`src/sd_cmd_pkg.sv`:
```
`default_nettype none

package sd_cmd_pkg;

    // ======================================================================
    // Frame geometry on the CMD line
    // ======================================================================
    localparam int FRAME_BITS   = 48;
    // Start, direction, index and argument bits covered by the CRC
    localparam int PAYLOAD_BITS = 40;
    localparam int CRC_BITS     = 7;

    // Idle cycles after the stop bit before the card may drive the line
    localparam int TURNAROUND_CYCLES = 2;

    // Wide enough to count any bit position inside a frame
    localparam int CNT_BITS = $clog2(FRAME_BITS);

    // ======================================================================
    // Vector types
    // ======================================================================
    typedef logic [FRAME_BITS-1:0]   frame_t;
    typedef logic [PAYLOAD_BITS-1:0] payload_t;
    typedef logic [CRC_BITS-1:0]     crc7_t;
    typedef logic [0:0]              resp_type_t;

    // x^7 + x^3 + 1, the x^7 term is implied
    localparam crc7_t CRC7_POLY = 7'h09;

    // Response type codes
    localparam resp_type_t RESP_NONE = 1'b0;
    localparam resp_type_t RESP_48   = 1'b1;

endpackage

`default_nettype wire

```
`src/sd_crc7.sv`:
```
`timescale 1ns/100ps
`default_nettype none

module sd_crc7 (
    input  wire                clk_fast,
    input  wire                clr,
    input  wire                en,
    input  wire                din,
    output sd_cmd_pkg::crc7_t  crc
);
    import sd_cmd_pkg::*;

    logic  feedback;
    crc7_t crc_next;

    // Serial LFSR, MSB of the register is the oldest term
    assign feedback = din ^ crc[CRC_BITS-1];

    always_comb begin
        crc_next = {crc[CRC_BITS-2:0], 1'b0};
        if (feedback) begin
            crc_next = crc_next ^ CRC7_POLY;
        end
    end

    // Cleared at the start of every frame
    always_ff @(posedge clk_fast) begin
        if (clr) begin
            crc <= '0;
        end else if (en) begin
            crc <= crc_next;
        end
    end

endmodule

`default_nettype wire

```
`src/sd_cmd_tx.sv`:
```
`timescale 1ns/100ps
`default_nettype none

module sd_cmd_tx (
    input  wire                   clk_fast,
    input  wire                   init_resetPulse,
    input  wire                   tx_start,
    input  sd_cmd_pkg::payload_t  tx_payload,
    output logic                  cmd_out,
    output logic                  cmd_oe,
    output logic                  tx_done
);
    import sd_cmd_pkg::*;

    typedef enum logic [1:0] {
        TX_IDLE,
        TX_PAYLOAD,
        TX_CRC,
        TX_STOP
    } tx_state_t;

    tx_state_t             state;
    logic [CNT_BITS-1:0]   bit_cnt;
    payload_t              shreg;
    crc7_t                 crc;
    logic                  load;
    logic [2:0]            crc_idx;

    assign load    = tx_start && (state == TX_IDLE);
    assign crc_idx = bit_cnt[2:0];

    // ======================================================================
    // Frame sequencing: 40 payload bits, 7 CRC bits, 1 stop bit
    // ======================================================================
    always_ff @(posedge clk_fast) begin
        if (init_resetPulse) begin
            state   <= TX_IDLE;
            bit_cnt <= '0;
            cmd_oe  <= 1'b0;
            tx_done <= 1'b0;
        end else begin
            tx_done <= 1'b0;
            case (state)
                TX_IDLE: begin
                    if (tx_start) begin
                        state   <= TX_PAYLOAD;
                        bit_cnt <= CNT_BITS'(PAYLOAD_BITS - 1);
                        cmd_oe  <= 1'b1;
                    end
                end
                TX_PAYLOAD: begin
                    if (bit_cnt == '0) begin
                        state   <= TX_CRC;
                        bit_cnt <= CNT_BITS'(CRC_BITS - 1);
                    end else begin
                        bit_cnt <= bit_cnt - 1'b1;
                    end
                end
                TX_CRC: begin
                    if (bit_cnt == '0) begin
                        state <= TX_STOP;
                    end else begin
                        bit_cnt <= bit_cnt - 1'b1;
                    end
                end
                TX_STOP: begin
                    // Line released, done visible in the next cycle
                    state   <= TX_IDLE;
                    cmd_oe  <= 1'b0;
                    tx_done <= 1'b1;
                end
                default: state <= TX_IDLE;
            endcase
        end
    end

    // Payload shifter, MSB leaves first
    always_ff @(posedge clk_fast) begin
        if (load) begin
            shreg <= tx_payload;
        end else if (state == TX_PAYLOAD) begin
            shreg <= {shreg[PAYLOAD_BITS-2:0], 1'b0};
        end
    end

    sd_crc7 crc_i (
        .clk_fast (clk_fast),
        .clr      (load),
        .en       (state == TX_PAYLOAD),
        .din      (shreg[PAYLOAD_BITS-1]),
        .crc      (crc)
    );

    // Line mux, idle level is high
    always_comb begin
        case (state)
            TX_PAYLOAD: cmd_out = shreg[PAYLOAD_BITS-1];
            TX_CRC:     cmd_out = crc[crc_idx];
            default:    cmd_out = 1'b1;
        endcase
    end

endmodule

`default_nettype wire

```
`src/sd_resp_rx.sv`:
```
`timescale 1ns/100ps
`default_nettype none

module sd_resp_rx (
    input  wire                 clk_fast,
    input  wire                 init_resetPulse,
    input  wire                 rx_arm,
    input  wire                 cmd_in,
    output logic                resp_done,
    output sd_cmd_pkg::frame_t  resp_data,
    output logic                resp_crc_err
);
    import sd_cmd_pkg::*;

    typedef enum logic [1:0] {
        RX_IDLE,
        RX_GUARD,
        RX_HUNT,
        RX_SHIFT
    } rx_state_t;

    rx_state_t              state;
    logic [CNT_BITS-1:0]    bit_cnt;
    // Holds bits 47..1, the end bit is taken straight from the line
    logic [FRAME_BITS-2:0]  shreg;
    crc7_t                  crc;
    logic                   start_seen;
    logic                   crc_en;

    assign start_seen = (state == RX_HUNT) && !cmd_in;

    // Only the first 40 bits of the response are covered by the CRC
    assign crc_en = start_seen ||
                    ((state == RX_SHIFT) && (bit_cnt >= CNT_BITS'(CRC_BITS + 1)));

    // ======================================================================
    // Guard, start-bit search and frame capture
    // ======================================================================
    always_ff @(posedge clk_fast) begin
        if (init_resetPulse) begin
            state        <= RX_IDLE;
            bit_cnt      <= '0;
            resp_done    <= 1'b0;
            resp_data    <= '0;
            resp_crc_err <= 1'b0;
        end else begin
            resp_done <= 1'b0;
            case (state)
                RX_IDLE: begin
                    if (rx_arm) begin
                        state   <= RX_GUARD;
                        bit_cnt <= CNT_BITS'(TURNAROUND_CYCLES - 1);
                    end
                end
                RX_GUARD: begin
                    // Line may still float from our own driver here
                    if (bit_cnt == '0) begin
                        state <= RX_HUNT;
                    end else begin
                        bit_cnt <= bit_cnt - 1'b1;
                    end
                end
                RX_HUNT: begin
                    if (start_seen) begin
                        state   <= RX_SHIFT;
                        bit_cnt <= CNT_BITS'(FRAME_BITS - 2);
                    end
                end
                RX_SHIFT: begin
                    if (bit_cnt == '0) begin
                        // cmd_in is the end bit now
                        state        <= RX_IDLE;
                        resp_done    <= 1'b1;
                        resp_data    <= {shreg, cmd_in};
                        resp_crc_err <= (shreg[CRC_BITS-1:0] != crc) || !cmd_in;
                    end else begin
                        bit_cnt <= bit_cnt - 1'b1;
                    end
                end
                default: state <= RX_IDLE;
            endcase
        end
    end

    // Bits enter at the LSB end
    always_ff @(posedge clk_fast) begin
        if ((state == RX_HUNT) || (state == RX_SHIFT)) begin
            shreg <= {shreg[FRAME_BITS-3:0], cmd_in};
        end
    end

    sd_crc7 crc_i (
        .clk_fast (clk_fast),
        .clr      (state == RX_GUARD),
        .en       (crc_en),
        .din      (cmd_in),
        .crc      (crc)
    );

endmodule

`default_nettype wire

```
`src/sd_cmd_ctrl.sv`:
```
`timescale 1ns/100ps
`default_nettype none

module sd_cmd_ctrl (
    input  wire                     clk_fast,
    input  wire                     init_resetPulse,
    input  wire                     cmd_start,
    input  sd_cmd_pkg::payload_t    cmd_payload,
    input  sd_cmd_pkg::resp_type_t  cmd_resp_type,
    input  wire                     tx_done,
    input  wire                     resp_done,
    output logic                    cmd_busy,
    output logic                    cmd_done,
    output logic                    tx_start,
    output sd_cmd_pkg::payload_t    tx_payload,
    output logic                    rx_arm
);
    import sd_cmd_pkg::*;

    typedef enum logic [1:0] {
        IDLE,
        SEND,
        WAIT_RESP
    } ctrl_state_t;

    ctrl_state_t  state;
    resp_type_t   resp_type;
    logic         accept;

    // New requests only count while nothing is in flight
    assign accept   = cmd_start && (state == IDLE);
    assign cmd_busy = (state != IDLE);

    // Completion and receiver arming share the cycle of tx_done
    assign cmd_done = (state == SEND) && tx_done;
    assign rx_arm   = cmd_done && (resp_type == RESP_48);

    // ======================================================================
    // Transaction FSM
    // ======================================================================
    always_ff @(posedge clk_fast) begin
        if (init_resetPulse) begin
            state    <= IDLE;
            tx_start <= 1'b0;
        end else begin
            tx_start <= 1'b0;
            case (state)
                IDLE: begin
                    if (accept) begin
                        state    <= SEND;
                        tx_start <= 1'b1;
                    end
                end
                SEND: begin
                    if (tx_done) begin
                        state <= (resp_type == RESP_48) ? WAIT_RESP : IDLE;
                    end
                end
                WAIT_RESP: begin
                    if (resp_done) begin
                        state <= IDLE;
                    end
                end
                default: state <= IDLE;
            endcase
        end
    end

    // Request held stable for the whole transaction
    always_ff @(posedge clk_fast) begin
        if (accept) begin
            tx_payload <= cmd_payload;
            resp_type  <= cmd_resp_type;
        end
    end

endmodule

`default_nettype wire

```
`src/sd_cmd_top.sv`:
```
`timescale 1ns/100ps
`default_nettype none

module sd_cmd_top (
    input  wire                     clk_fast,
    input  wire                     init_resetPulse,
    input  wire                     cmd_start,
    input  sd_cmd_pkg::payload_t    cmd_payload,
    input  sd_cmd_pkg::resp_type_t  cmd_resp_type,
    input  wire                     cmd_in,
    output logic                    cmd_busy,
    output logic                    cmd_done,
    output logic                    cmd_out,
    output logic                    cmd_oe,
    output logic                    resp_done,
    output sd_cmd_pkg::frame_t      resp_data,
    output logic                    resp_crc_err
);
    import sd_cmd_pkg::*;

    logic      tx_start;
    payload_t  tx_payload;
    logic      tx_done;
    logic      rx_arm;

    sd_cmd_ctrl ctrl_i (
        .clk_fast        (clk_fast),
        .init_resetPulse (init_resetPulse),
        .cmd_start       (cmd_start),
        .cmd_payload     (cmd_payload),
        .cmd_resp_type   (cmd_resp_type),
        .tx_done         (tx_done),
        .resp_done       (resp_done),
        .cmd_busy        (cmd_busy),
        .cmd_done        (cmd_done),
        .tx_start        (tx_start),
        .tx_payload      (tx_payload),
        .rx_arm          (rx_arm)
    );

    sd_cmd_tx tx_i (
        .clk_fast        (clk_fast),
        .init_resetPulse (init_resetPulse),
        .tx_start        (tx_start),
        .tx_payload      (tx_payload),
        .cmd_out         (cmd_out),
        .cmd_oe          (cmd_oe),
        .tx_done         (tx_done)
    );

    sd_resp_rx rx_i (
        .clk_fast        (clk_fast),
        .init_resetPulse (init_resetPulse),
        .rx_arm          (rx_arm),
        .cmd_in          (cmd_in),
        .resp_done       (resp_done),
        .resp_data       (resp_data),
        .resp_crc_err    (resp_crc_err)
    );

endmodule

`default_nettype wire

```
`config.mk`:
```
export PLATFORM = sky130hd
export DESIGN_NAME = sd_cmd_top
export DESIGN_NICKNAME = d
export VERILOG_FILES = /design/src/sd_cmd_pkg.sv /design/src/sd_crc7.sv /design/src/sd_cmd_tx.sv /design/src/sd_resp_rx.sv /design/src/sd_cmd_ctrl.sv /design/src/sd_cmd_top.sv
export SDC_FILE = /design/constraint.sdc
export NUM_CORES = 1
export LEC_CHECK = 0
export CAP_MARGIN = 10
export CORE_MARGIN = 10
export CORE_UTILIZATION = 40
export DETAILED_ROUTE_END_ITERATION = 12
export DONT_BUFFER_PORTS = 1
export SYNTH_ARGS = -nofsm -noshare
export SYNTH_HDL_FRONTEND = slang
export SYNTH_SLANG_ARGS = --single-unit
```
`constraint.sdc`:
```
create_clock -name clk_fast -period 7.6 [get_ports clk_fast]
set_input_delay 0.38 -clock clk_fast [delete_from_list [all_inputs] [get_ports clk_fast]]
set_output_delay 0.38 -clock clk_fast [all_outputs]
set_load 0.005 [all_outputs]
```
# ---- Word level (Yosys, flattened, before mapping)
# Index checks and enable logic that the tools add are counted.
dict set report totals {
  reg_bits 213
  latchBits 0
  ramBits 0
  romBits 0
  in_bits 45
  word_cells 111
  mem_count 0
}
dict set report classes {
  add_sub_neg 2
  n_mul 0
  div 0
  order_cmp 2
  n_eq_ne 21
  shift 0
  n_mux 34
  n_bitwise 6
  n_reduce_logical 29
}
# operator count
set op_table {}
lappend op_table {{40-bit 2-to-1 mux} 2}
lappend op_table {{6-bit 2-to-1 mux} 6}
lappend op_table {{6-bit case mux with 3 select lines} 2}
lappend op_table {{2-bit 2-to-1 mux} 11}
lappend op_table {{2-bit by 1-bit != test with 1-bit output (second input constant)} 8}
lappend op_table {{2-bit case mux with 4 select lines} 2}
lappend op_table {{6-bit logical NOT} 2}
lappend op_table {{3-bit AND reduction} 4}
lappend op_table {{6-bit by 1-bit subtractor with 6-bit output (second input constant)} 2}
lappend op_table {{2-bit equality test (second input constant)} 5}
lappend op_table {{4-bit 2-to-1 mux} 2}
lappend op_table {{2-bit != test (second input constant)} 4}
lappend op_table {{7-bit != test} 1}
lappend op_table {{2-bit by 1-bit equality test with 1-bit output (second input constant)} 3}
lappend op_table {{6-bit by 4-bit >= comparator with 1-bit output (second input constant)} 1}
lappend op_table {{1-bit logical AND} 6}
lappend op_table {{2-bit logical NOT} 3}
lappend op_table {{2-bit case mux with 3 select lines} 1}
lappend op_table {{2-bit nonzero test} 3}
lappend op_table {{2-bit OR reduction} 3}
lappend op_table {{1-bit 2-to-1 mux} 5}
lappend op_table {{3-bit by 4-bit less-than comparator with 1-bit output (second input constant)} 1}
lappend op_table {{2-bit inverter} 2}
lappend op_table {{1-bit case mux with 2 select lines} 2}
lappend op_table {{8 further kinds} 13}

# ---- Logic depth before layout (Yosys ltp)
# Gate-level depths: netlist of run 1.
dict set report logic_depth {
  depth_word 5
  depth_mapped 9
  depth_no_buf 7
}

# ---- By module
# A second synthesis of run 1 with hierarchy kept.
dict set report unflattened {
  cells_unflattened 645
  area_unflattened_um2 8254.2
}
# module instances cells_each area_per_inst_um2 seq_area_each_um2
set by_module_without_submodules {}
lappend by_module_without_submodules {sd_resp_rx 1 350 3809.9 2572.5}
lappend by_module_without_submodules {sd_cmd_tx 1 180 2458.6 1401.3}
lappend by_module_without_submodules {sd_cmd_ctrl 1 53 1372.6 1291.2}
lappend by_module_without_submodules {sd_crc7 2 31 306.5 140.1}

# ---- Worst setup path after synthesis of run 1
# OpenSTA, ideal clock, no wires.
dict set report synth_timing {
  path_type {flip-flop to flip-flop}
  startpoint {reg ctrl_i.state[1]}
  endpoint {reg ctrl_i.resp_type (enable)}
  setup_time_ns 0.439
  arrival_ns 2.372
  t_required_ns 7.161
  slack_ns 4.789
  stages_incl_launch_ff 3
  path_buffers 0
  period_less_slack_ns 2.811
  path_cell_list {dfxtp_1 or2_2 nor2_1}
}
dict set report synth_between {
  elab_chain_len 2
}
# element line_no
set synth_rtl {}
lappend synth_rtl {{start: declaration} sd_cmd_ctrl.sv:26} ;# ctrl_state_t state;
lappend synth_rtl {{start signal: assignment} sd_cmd_ctrl.sv:56} ;# state <= (resp_type == RESP_48) ? WAIT_RESP : IDLE;
lappend synth_rtl {{2-bit logical NOT} sd_cmd_ctrl.sv:31} ;# assign accept = cmd_start && (state == IDLE);
lappend synth_rtl {{1-bit logical AND} sd_cmd_ctrl.sv:31}
lappend synth_rtl {{net ctrl_i.accept} sd_cmd_ctrl.sv:28} ;# logic accept;
lappend synth_rtl {{end signal: assignment} sd_cmd_ctrl.sv:73} ;# resp_type <= cmd_resp_type;
lappend synth_rtl {{end: declaration} sd_cmd_ctrl.sv:27} ;# resp_type_t resp_type;
# The timed path passes the listed nets, and every way through them passes these cells.
# A chain may end at the register's enable or synchronous reset.

# ---- Worst setup path after layout of run 1
dict set report layout_timing {
  startpoint {reg tx_i.state[0]}
  endpoint {reg tx_i.shreg[34] (enable)}
}
dict set report layout_between {
  elab_chain_len 3
  elab_cells_between_ends 4
  classes_between {1 x eq/ne; 3 x reduce/logical}
}
# element line_no
set layout_rtl {}
lappend layout_rtl {{start: declaration} sd_cmd_tx.sv:22} ;# tx_state_t state;
lappend layout_rtl {{start signal: assignment} sd_cmd_tx.sv:37} ;# state <= TX_IDLE;
lappend layout_rtl {{start signal: assignment} sd_cmd_tx.sv:46} ;# state <= TX_PAYLOAD;
lappend layout_rtl {{start signal: assignment} sd_cmd_tx.sv:53} ;# state <= TX_CRC;
lappend layout_rtl {{2-bit logical NOT} sd_cmd_tx.sv:29} ;# assign load = tx_start && (state == TX_IDLE);
lappend layout_rtl {{1-bit logical AND} sd_cmd_tx.sv:29}
lappend layout_rtl {{2-bit nonzero test (no source line) (*)} --}
lappend layout_rtl {{end signal: assignment} sd_cmd_tx.sv:80} ;# shreg <= tx_payload;
lappend layout_rtl {{end signal: assignment} sd_cmd_tx.sv:82} ;# shreg <= {shreg[PAYLOAD_BITS-2:0], 1'b0};
lappend layout_rtl {{end: declaration} sd_cmd_tx.sv:24} ;# payload_t shreg;
# Every way passes the cells marked *; elsewhere a longest branch is shown, timed or not.

==> results of run 1 <==
cells in the mapped netlist (2+ instances only):
cell type	count
nor3_1	10
xnor2_1	11
clkbuf_1	24
a22oi_1	2
nand3b_1	2
or2_2	2
ha_1	12
nand3_1	3
buf_4	2
o21ai_1	2
nand4_1	4
o21ai_0	8
a31oi_1	2
nor2_1	39
buf_2	5
buf_1	2
a211oi_1	6
inv_1	15
o31ai_1	2
o22ai_1	2
dfxtp_1	85
nand2_1	226
nand2b_1	2
a21oi_1	61
a21o_1	3
mux2i_1	14
nor2_2	2
edfxtp_1	128
cells by family (layout without fill, tap and decap cells):
logic type | Yosys count | in the layout
multiplexers | 15 | 15
flip-flops | 213 | 213
buffers and inverters | 49 | 104
AO/OA/AOI/OAI | 100 | 100
XOR/XNOR | 11 | 11
adder cells (fa/ha/maj) | 12 | 12
AND/OR/NAND/NOR | 298 | 298
registers in the layout, indices dropped and copies added, names as in the netlist, 6 cells and up:
name	flops
rx_i.crc_i.crc	7
ctrl_i.tx_payload	40
rx_i.resp_data	48
tx_i.bit_cnt	6
rx_i.shreg	47
rx_i.bit_cnt	6
tx_i.shreg	40
tx_i.crc_i.crc	7
timing repair:
action,CTS,global route
hold buffers,43,0
gates resized for setup,0,0
hold endpoints to repair,113,0
stage by stage:
step	worst slack, ns	utilization [%]
after floorplan	4.79	-
after global placement	5.44	42.1
after detailed placement	5.30	42.1
after CTS	5.30	48.6
after global routing	5.13	48.6
final	5.37	48.6
per-layer routing:
layer | global-route usage [%] | up-vias
met2 | 19.4 | 118
met3 | 5.72 | 24
met4 | 3.18 | 0
li1 | - | 2468
met1 | 14.4 | 2399
met5 | 0 | -
report_power, final:
group          leakage (nW)  total [mW]  switching [mW]  internal (mW)
sequential             1.88        1.50          0.0813           1.42
combinational          1.04       0.513           0.321          0.192
clock                 0.410        1.19           0.449          0.745
path summary, 6_finish.rpt:
path                            slack, ns                  startpoint                            to  cells past startpoint
worst min-delay path                 0.08                   cmd_start  ctrl_i.state[0]$_SDFFE_PP0P_                      2
worst min register to register       0.45    rx_i.shreg[26]$_DFFE_PP_      rx_i.shreg[27]$_DFFE_PP_                      0
worst max register to register       5.37  tx_i.state[0]$_SDFFE_PP0P_      tx_i.shreg[34]$_DFFE_PP_                      5
worst max-delay path                 5.37  tx_i.state[0]$_SDFFE_PP0P_      tx_i.shreg[34]$_DFFE_PP_                      5
cell type report:
type,instances,area share [%]
sequential,213,58.4
multi-input combinational,436,23.7
clock buffer,29,6.83
timing repair buffer,46,4.95
tap,265,3.49
clock inverter,13,1.96
inverter,16,0.632
worst reg2reg max path, cell delays in order, from the launching register on:
cell      delay, ns
dfxtp_1        0.39
inv_1          0.09
ha_1           0.25
nand2_1        0.08
buf_4          0.35
nand2b_2       0.60
==> flow_metrics.env, run 1 <==
export IMPL_status="finished clean"
export IMPL_synth_top_area_cell="edfxtp_1"
export IMPL_rows=51
export IMPL_synth_warnings=0
export IMPL_postSynthCellCount=698
export IMPL_grt_overflow=0
export IMPL_wl_met2_um=7450
export IMPL_fin_nets=793
export IMPL_post_cts_setup_buffers=0
export IMPL_area_growth_pct=19.0
export IMPL_die_area_um2=26000
export IMPL_synth_xor_area_share_pct=1.21
export IMPL_nFillCells=1743
export IMPL_arrival_ns=2.27
export IMPL_dpl_cell_count=933
export IMPL_yosysTopAreaCellShare_pct=48.2
export IMPL_grt_antenna_before_repair=0
export IMPL_cp_top_family="simple AND/OR/NAND/NOR gates"
export IMPL_drt_total_wl_um=16300
export IMPL_track_usage_pct=12.1
export IMPL_multi_input_area_um2=2250
export IMPL_finalSetupViolations=0
export IMPL_synth_top_family_by_area="simple AND/OR/NAND/NOR gates"
export IMPL_worst_pin_slew_ns=1.16
export IMPL_synth_async_reset_ratio_pct=0
export IMPL_p_leak_nw=3.33
export IMPL_period_needed_ns=2.23
export IMPL_drc=0
export IMPL_syn_nets=755
export IMPL_cts_sinks=213
export IMPL_required_ns=7.63
export IMPL_synth_flop_cell="edfxtp_1"
export IMPL_crit_type="reg -> reg"
export IMPL_final_cells=1018
export IMPL_antenna_cells=0
export IMPL_ios=99
export IMPL_fmax_ghz=0.448
export IMPL_final_cell_mix="225 x nand2_1, 128 x edfxtp_1, 85 x dfxtp_1, 61 x a21oi_1, 42 x dlygate4sd3_1"
export IMPL_hold_ws_ns=0.0760
export IMPL_worst_setup_path_end_kind="flip-flop"
export IMPL_drt_iter0_drc=259
export IMPL_syn_area_um2=7980
export IMPL_gp_congestion=0.806
export IMPL_crit_path_top_delay_cell="nand2b_2"
export IMPL_layout_drive_gt1_share_pct=8.23
export IMPL_wire_per_inst_um=16.0
export IMPL_via_per_inst=4.92
export IMPL_final_antenna_net_count=0
export IMPL_die_h_um=161
export IMPL_vdd_drop_max_uv=169
export IMPL_register_area_um2=5550
export IMPL_yosys_area_share_simple_pct=15.2
export IMPL_synth_cell_types=50
export IMPL_worstSkewPairLatency_ns=0.50
export IMPL_h_tree_depth=1
export IMPL_layout_commonest_cell="nand2_1"
export IMPL_synth_seq_cells=213
export IMPL_die_w_um=161
export IMPL_post_dp_hpwl_um=10100
export IMPL_finalCritPeriodShare_pct=29.4
export IMPL_path_clk_slew_ns=0.06
export IMPL_tritoncts="yes"
export IMPL_clk_path_buf_depth=3
export IMPL_place_area_um2=8210
export IMPL_path_buf_inv=2
export IMPL_hold_violations=0
export IMPL_worstPathCellList="inv_1, ha_1, nand2_1, buf_4, nand2b_2"
export IMPL_port_buffers=0
export IMPL_met3WireLength_um=1610
export IMPL_ys_seq_area_share_pct=69.5
export IMPL_powerDensity_nw_per_um2=338
export IMPL_numCtsBuffers=23
export IMPL_drv_slew=0
export IMPL_hold_path_class="in -> reg"
export IMPL_finalClockSkew_ns=0.0107
export IMPL_grt_pass1_vias=5114
export IMPL_fin_area_um2=9500
export IMPL_crit_path_max_incr_delay_ns=0.60
export IMPL_cap_violations=0
export IMPL_wl_met1_um=6990
export IMPL_startpoint_type="flip-flop"
export IMPL_vias=5009
export IMPL_synth_area_per_cell_um2=11.4
export IMPL_firstDrtPassIters=5
export IMPL_cp_max_fo=40
export IMPL_dr_max_layer_used="met4"
export IMPL_power_mw=3.21
export IMPL_initial_utilization_pct=40.9
export IMPL_synth_adder_area_share_pct=1.88
export IMPL_synth_compound_area_share_pct=7.72
export IMPL_ys_top_cells_by_area="edfxtp_1 48%, dfxtp_1 21%, nand2_1 11%, a21oi_1 3.8%, ha_1 1.9%"
export IMPL_grt_max_degree=72
export IMPL_max_slew_margin_pct=22.2
export IMPL_synth_mux_area_share_pct=2.04
export IMPL_rsz0062_at_grt="no"
export IMPL_synth_edf_count=128
export IMPL_core_area_um2=19500
export IMPL_tns_ns=0
export IMPL_ctsRootBufferMaster="clkbuf_16"
export IMPL_grt_pass1_wl_um=26600
Power figures use the tool's default switching activity.
==> run 2: changes to the inputs <==
Clock period 7.6 ns to 1.8 ns, I/O delays scaled along.
==> run 2 against run 1 <==
Effect of this change: clock power increased to 3.9 times the previous value; the run now ends with setup timing left; first-iteration DRC count increased by 35%; hold slack worse by 0.064 ns; sequential power increased to 4.2 times the previous value; power rose to 4.2 times the previous value; die area stayed put; sequential share of layout area fell by 1.1 points; largest cell class unchanged; largest power group unchanged.
==> flow_metrics.env, run 2 (synthesis gave the netlist of run 1 again) <==
export IMPL_h_tree_depth=1
export IMPL_worstSkewPairLatency_ns=0.51
export IMPL_required_ns=1.71
export IMPL_layout_commonest_cell="nand2_1"
export IMPL_vdd_drop_max_uv=696
export IMPL_die_h_um=161
export IMPL_cap_violations=0
export IMPL_final_cells=1040
export IMPL_fmax_ghz=0.538
export IMPL_vias=5150
export IMPL_firstDrtPassIters=4
export IMPL_layout_drive_gt1_share_pct=10.5
export IMPL_drv_slew=0
export IMPL_gp_congestion=0.827
export IMPL_die_area_um2=26000
export IMPL_dpl_cell_count=950
export IMPL_antenna_cells=0
export IMPL_max_slew_margin_pct=67.1
export IMPL_crit_path_top_delay_cell="mux4_2"
export IMPL_rsz0062_at_grt="yes"
export IMPL_finalSetupViolations=1
export IMPL_worstPathCellList="buf_6, mux4_2, o211ai_1, nand3_2"
export IMPL_grt_overflow=0
export IMPL_nFillCells=1740
export IMPL_fin_area_um2=9680
export IMPL_numCtsBuffers=23
export IMPL_drt_total_wl_um=16700
export IMPL_tns_ns=-0.0586
export IMPL_area_growth_pct=21.3
export IMPL_worst_setup_path_end_kind="output pin"
export IMPL_cp_max_fo=2
export IMPL_largest_register="rx_i.resp_data"
export IMPL_path_clk_slew_ns=0.06
export IMPL_power_mw=13.5
export IMPL_powerDensity_nw_per_um2=1390
export IMPL_grt_pass1_vias=5287
export IMPL_worst_pin_slew_ns=0.494
export IMPL_period_needed_ns=1.86
export IMPL_cts_sinks=213
export IMPL_startpoint_type="flip-flop"
export IMPL_post_dp_hpwl_um=10200
export IMPL_die_w_um=161
export IMPL_crit_path_max_incr_delay_ns=0.49
export IMPL_place_area_um2=8430
export IMPL_grt_pass1_wl_um=27200
export IMPL_p_leak_nw=3.43
export IMPL_final_cell_mix="225 x nand2_1, 128 x edfxtp_1, 81 x dfxtp_1, 61 x a21oi_1, 44 x dlygate4sd3_1"
export IMPL_arrival_ns=1.77
export IMPL_grt_max_degree=76
export IMPL_finalCritPeriodShare_pct=103
export IMPL_core_area_um2=19500
export IMPL_finalClockSkew_ns=0.0171
export IMPL_tritoncts="yes"
export IMPL_top_regs="rx_i.resp_data: 48 flops, rx_i.shreg: 47 flops"
export IMPL_ios=99
export IMPL_initial_utilization_pct=40.9
export IMPL_crit_type="reg -> out"
export IMPL_status="finished, violations left"
export IMPL_violations="setup timing"
export IMPL_clk_path_buf_depth=3
export IMPL_hold_path_class="in -> reg"
export IMPL_hold_violations=0
export IMPL_fin_ws_ns=-0.0586
export IMPL_wire_per_inst_um=16.0
export IMPL_final_antenna_net_count=0
export IMPL_largest_reg_flops=48
export IMPL_grt_antenna_before_repair=0
export IMPL_ctsRootBufferMaster="clkbuf_16"
export IMPL_fin_nets=815
export IMPL_port_buffers=0
export IMPL_drc=0
export IMPL_via_per_inst=4.95
export IMPL_track_usage_pct=12.5
export IMPL_rows=51
export IMPL_drt_iter0_drc=350
[run 2: changes by cell type in the layout (fill, tap and decap cells not counted), moves of 2 or more]
cell | before | now
clkbuf_1 | 1 | 7
dlygate4sd3_1 | 42 | 44
buf_4 | 3 | 16
buf_12 | 0 | 6
bufinv_16 | 4 | 1
clkinv_4 | 3 | 0
dfxtp_1 | 85 | 81
dfxtp_2 | 0 | 4
[run 2: critical path: cells and delay by family (launching register included)]
family / cells / cell delay, ns
multiplexers: 1 / 0.49
AO/OA/AOI/OAI: 1 / 0.20
flip-flops: 1 / 0.33
buffers and inverters: 1 / 0.09
AND/OR/NAND/NOR: 1 / 0.15
[run 2: power by group]
part,internal [mW],switching (mW)
Combinational,1.09,1.50
Clock,2.76,1.84
Sequential,5.98,0.299
[run 2: area by class of cell]
cell class | count | area [um^2] | area share, %
Clock buffer | 35 | 682 | 7.05
Clock inverter | 7 | 65.1 | 0.672
Inverter | 16 | 60.1 | 0.621
Multi-Input combinational cell | 436 | 2270 | 23.5
Sequential cell | 213 | 5550 | 57.3
Tap cell | 265 | 332 | 3.43
Timing Repair Buffer | 68 | 719 | 7.43
[run 2: path summary, 6_finish.rpt]
path	startpoint	endpoint	slack [ns]	cells past startpoint
worst max-delay path	tx_i.bit_cnt[0]$_SDFFE_PP0P_	cmd_out	-0.06	4
worst min-delay path	cmd_in	rx_i.bit_cnt[3]$_SDFFE_PP0P_	0.01	3
worst max register to register	tx_i.bit_cnt[0]$_SDFFE_PP0P_	tx_i.bit_cnt[0]$_SDFFE_PP0P_	0.08	7
worst min register to register	rx_i.shreg[38]$_DFFE_PP_	rx_i.shreg[39]$_DFFE_PP_	0.45	0
[run 2: timing repair]
action,4_1_cts,5_1_grt
pin swaps,2,3
hold endpoints to repair,116,0
hold buffers,45,0
gates cloned,0,0
resized for setup,3,4
endpoints found under the setup margin,1,22
setup buffers,1,2
[run 2: metal layers]
metal | vias up | routed length [um] | GRT usage [%] | part of all wire, %
li1 | 2512 | - | - | -
met3 | 30 | 1610 | 5.31 | 9.7
met5 | - | 0 | 0 | 0
met4 | 0 | 332 | 3.52 | 2.0
met2 | 158 | 7520 | 19.6 | 45
met1 | 2450 | 7200 | 15.4 | 43
[run 2: stage by stage]
stage	setup slack (ns)	util (%)	hold slack [ns]
after floorplan	0.0166	-	0.189
after global placement	0.111	43.2	0.166
after detailed placement	0.0443	43.2	0.169
final	-0.0586	49.6	0.0121
after CTS	-0.0923	49.5	0.0517
after global routing	-0.126	49.6	0.0456
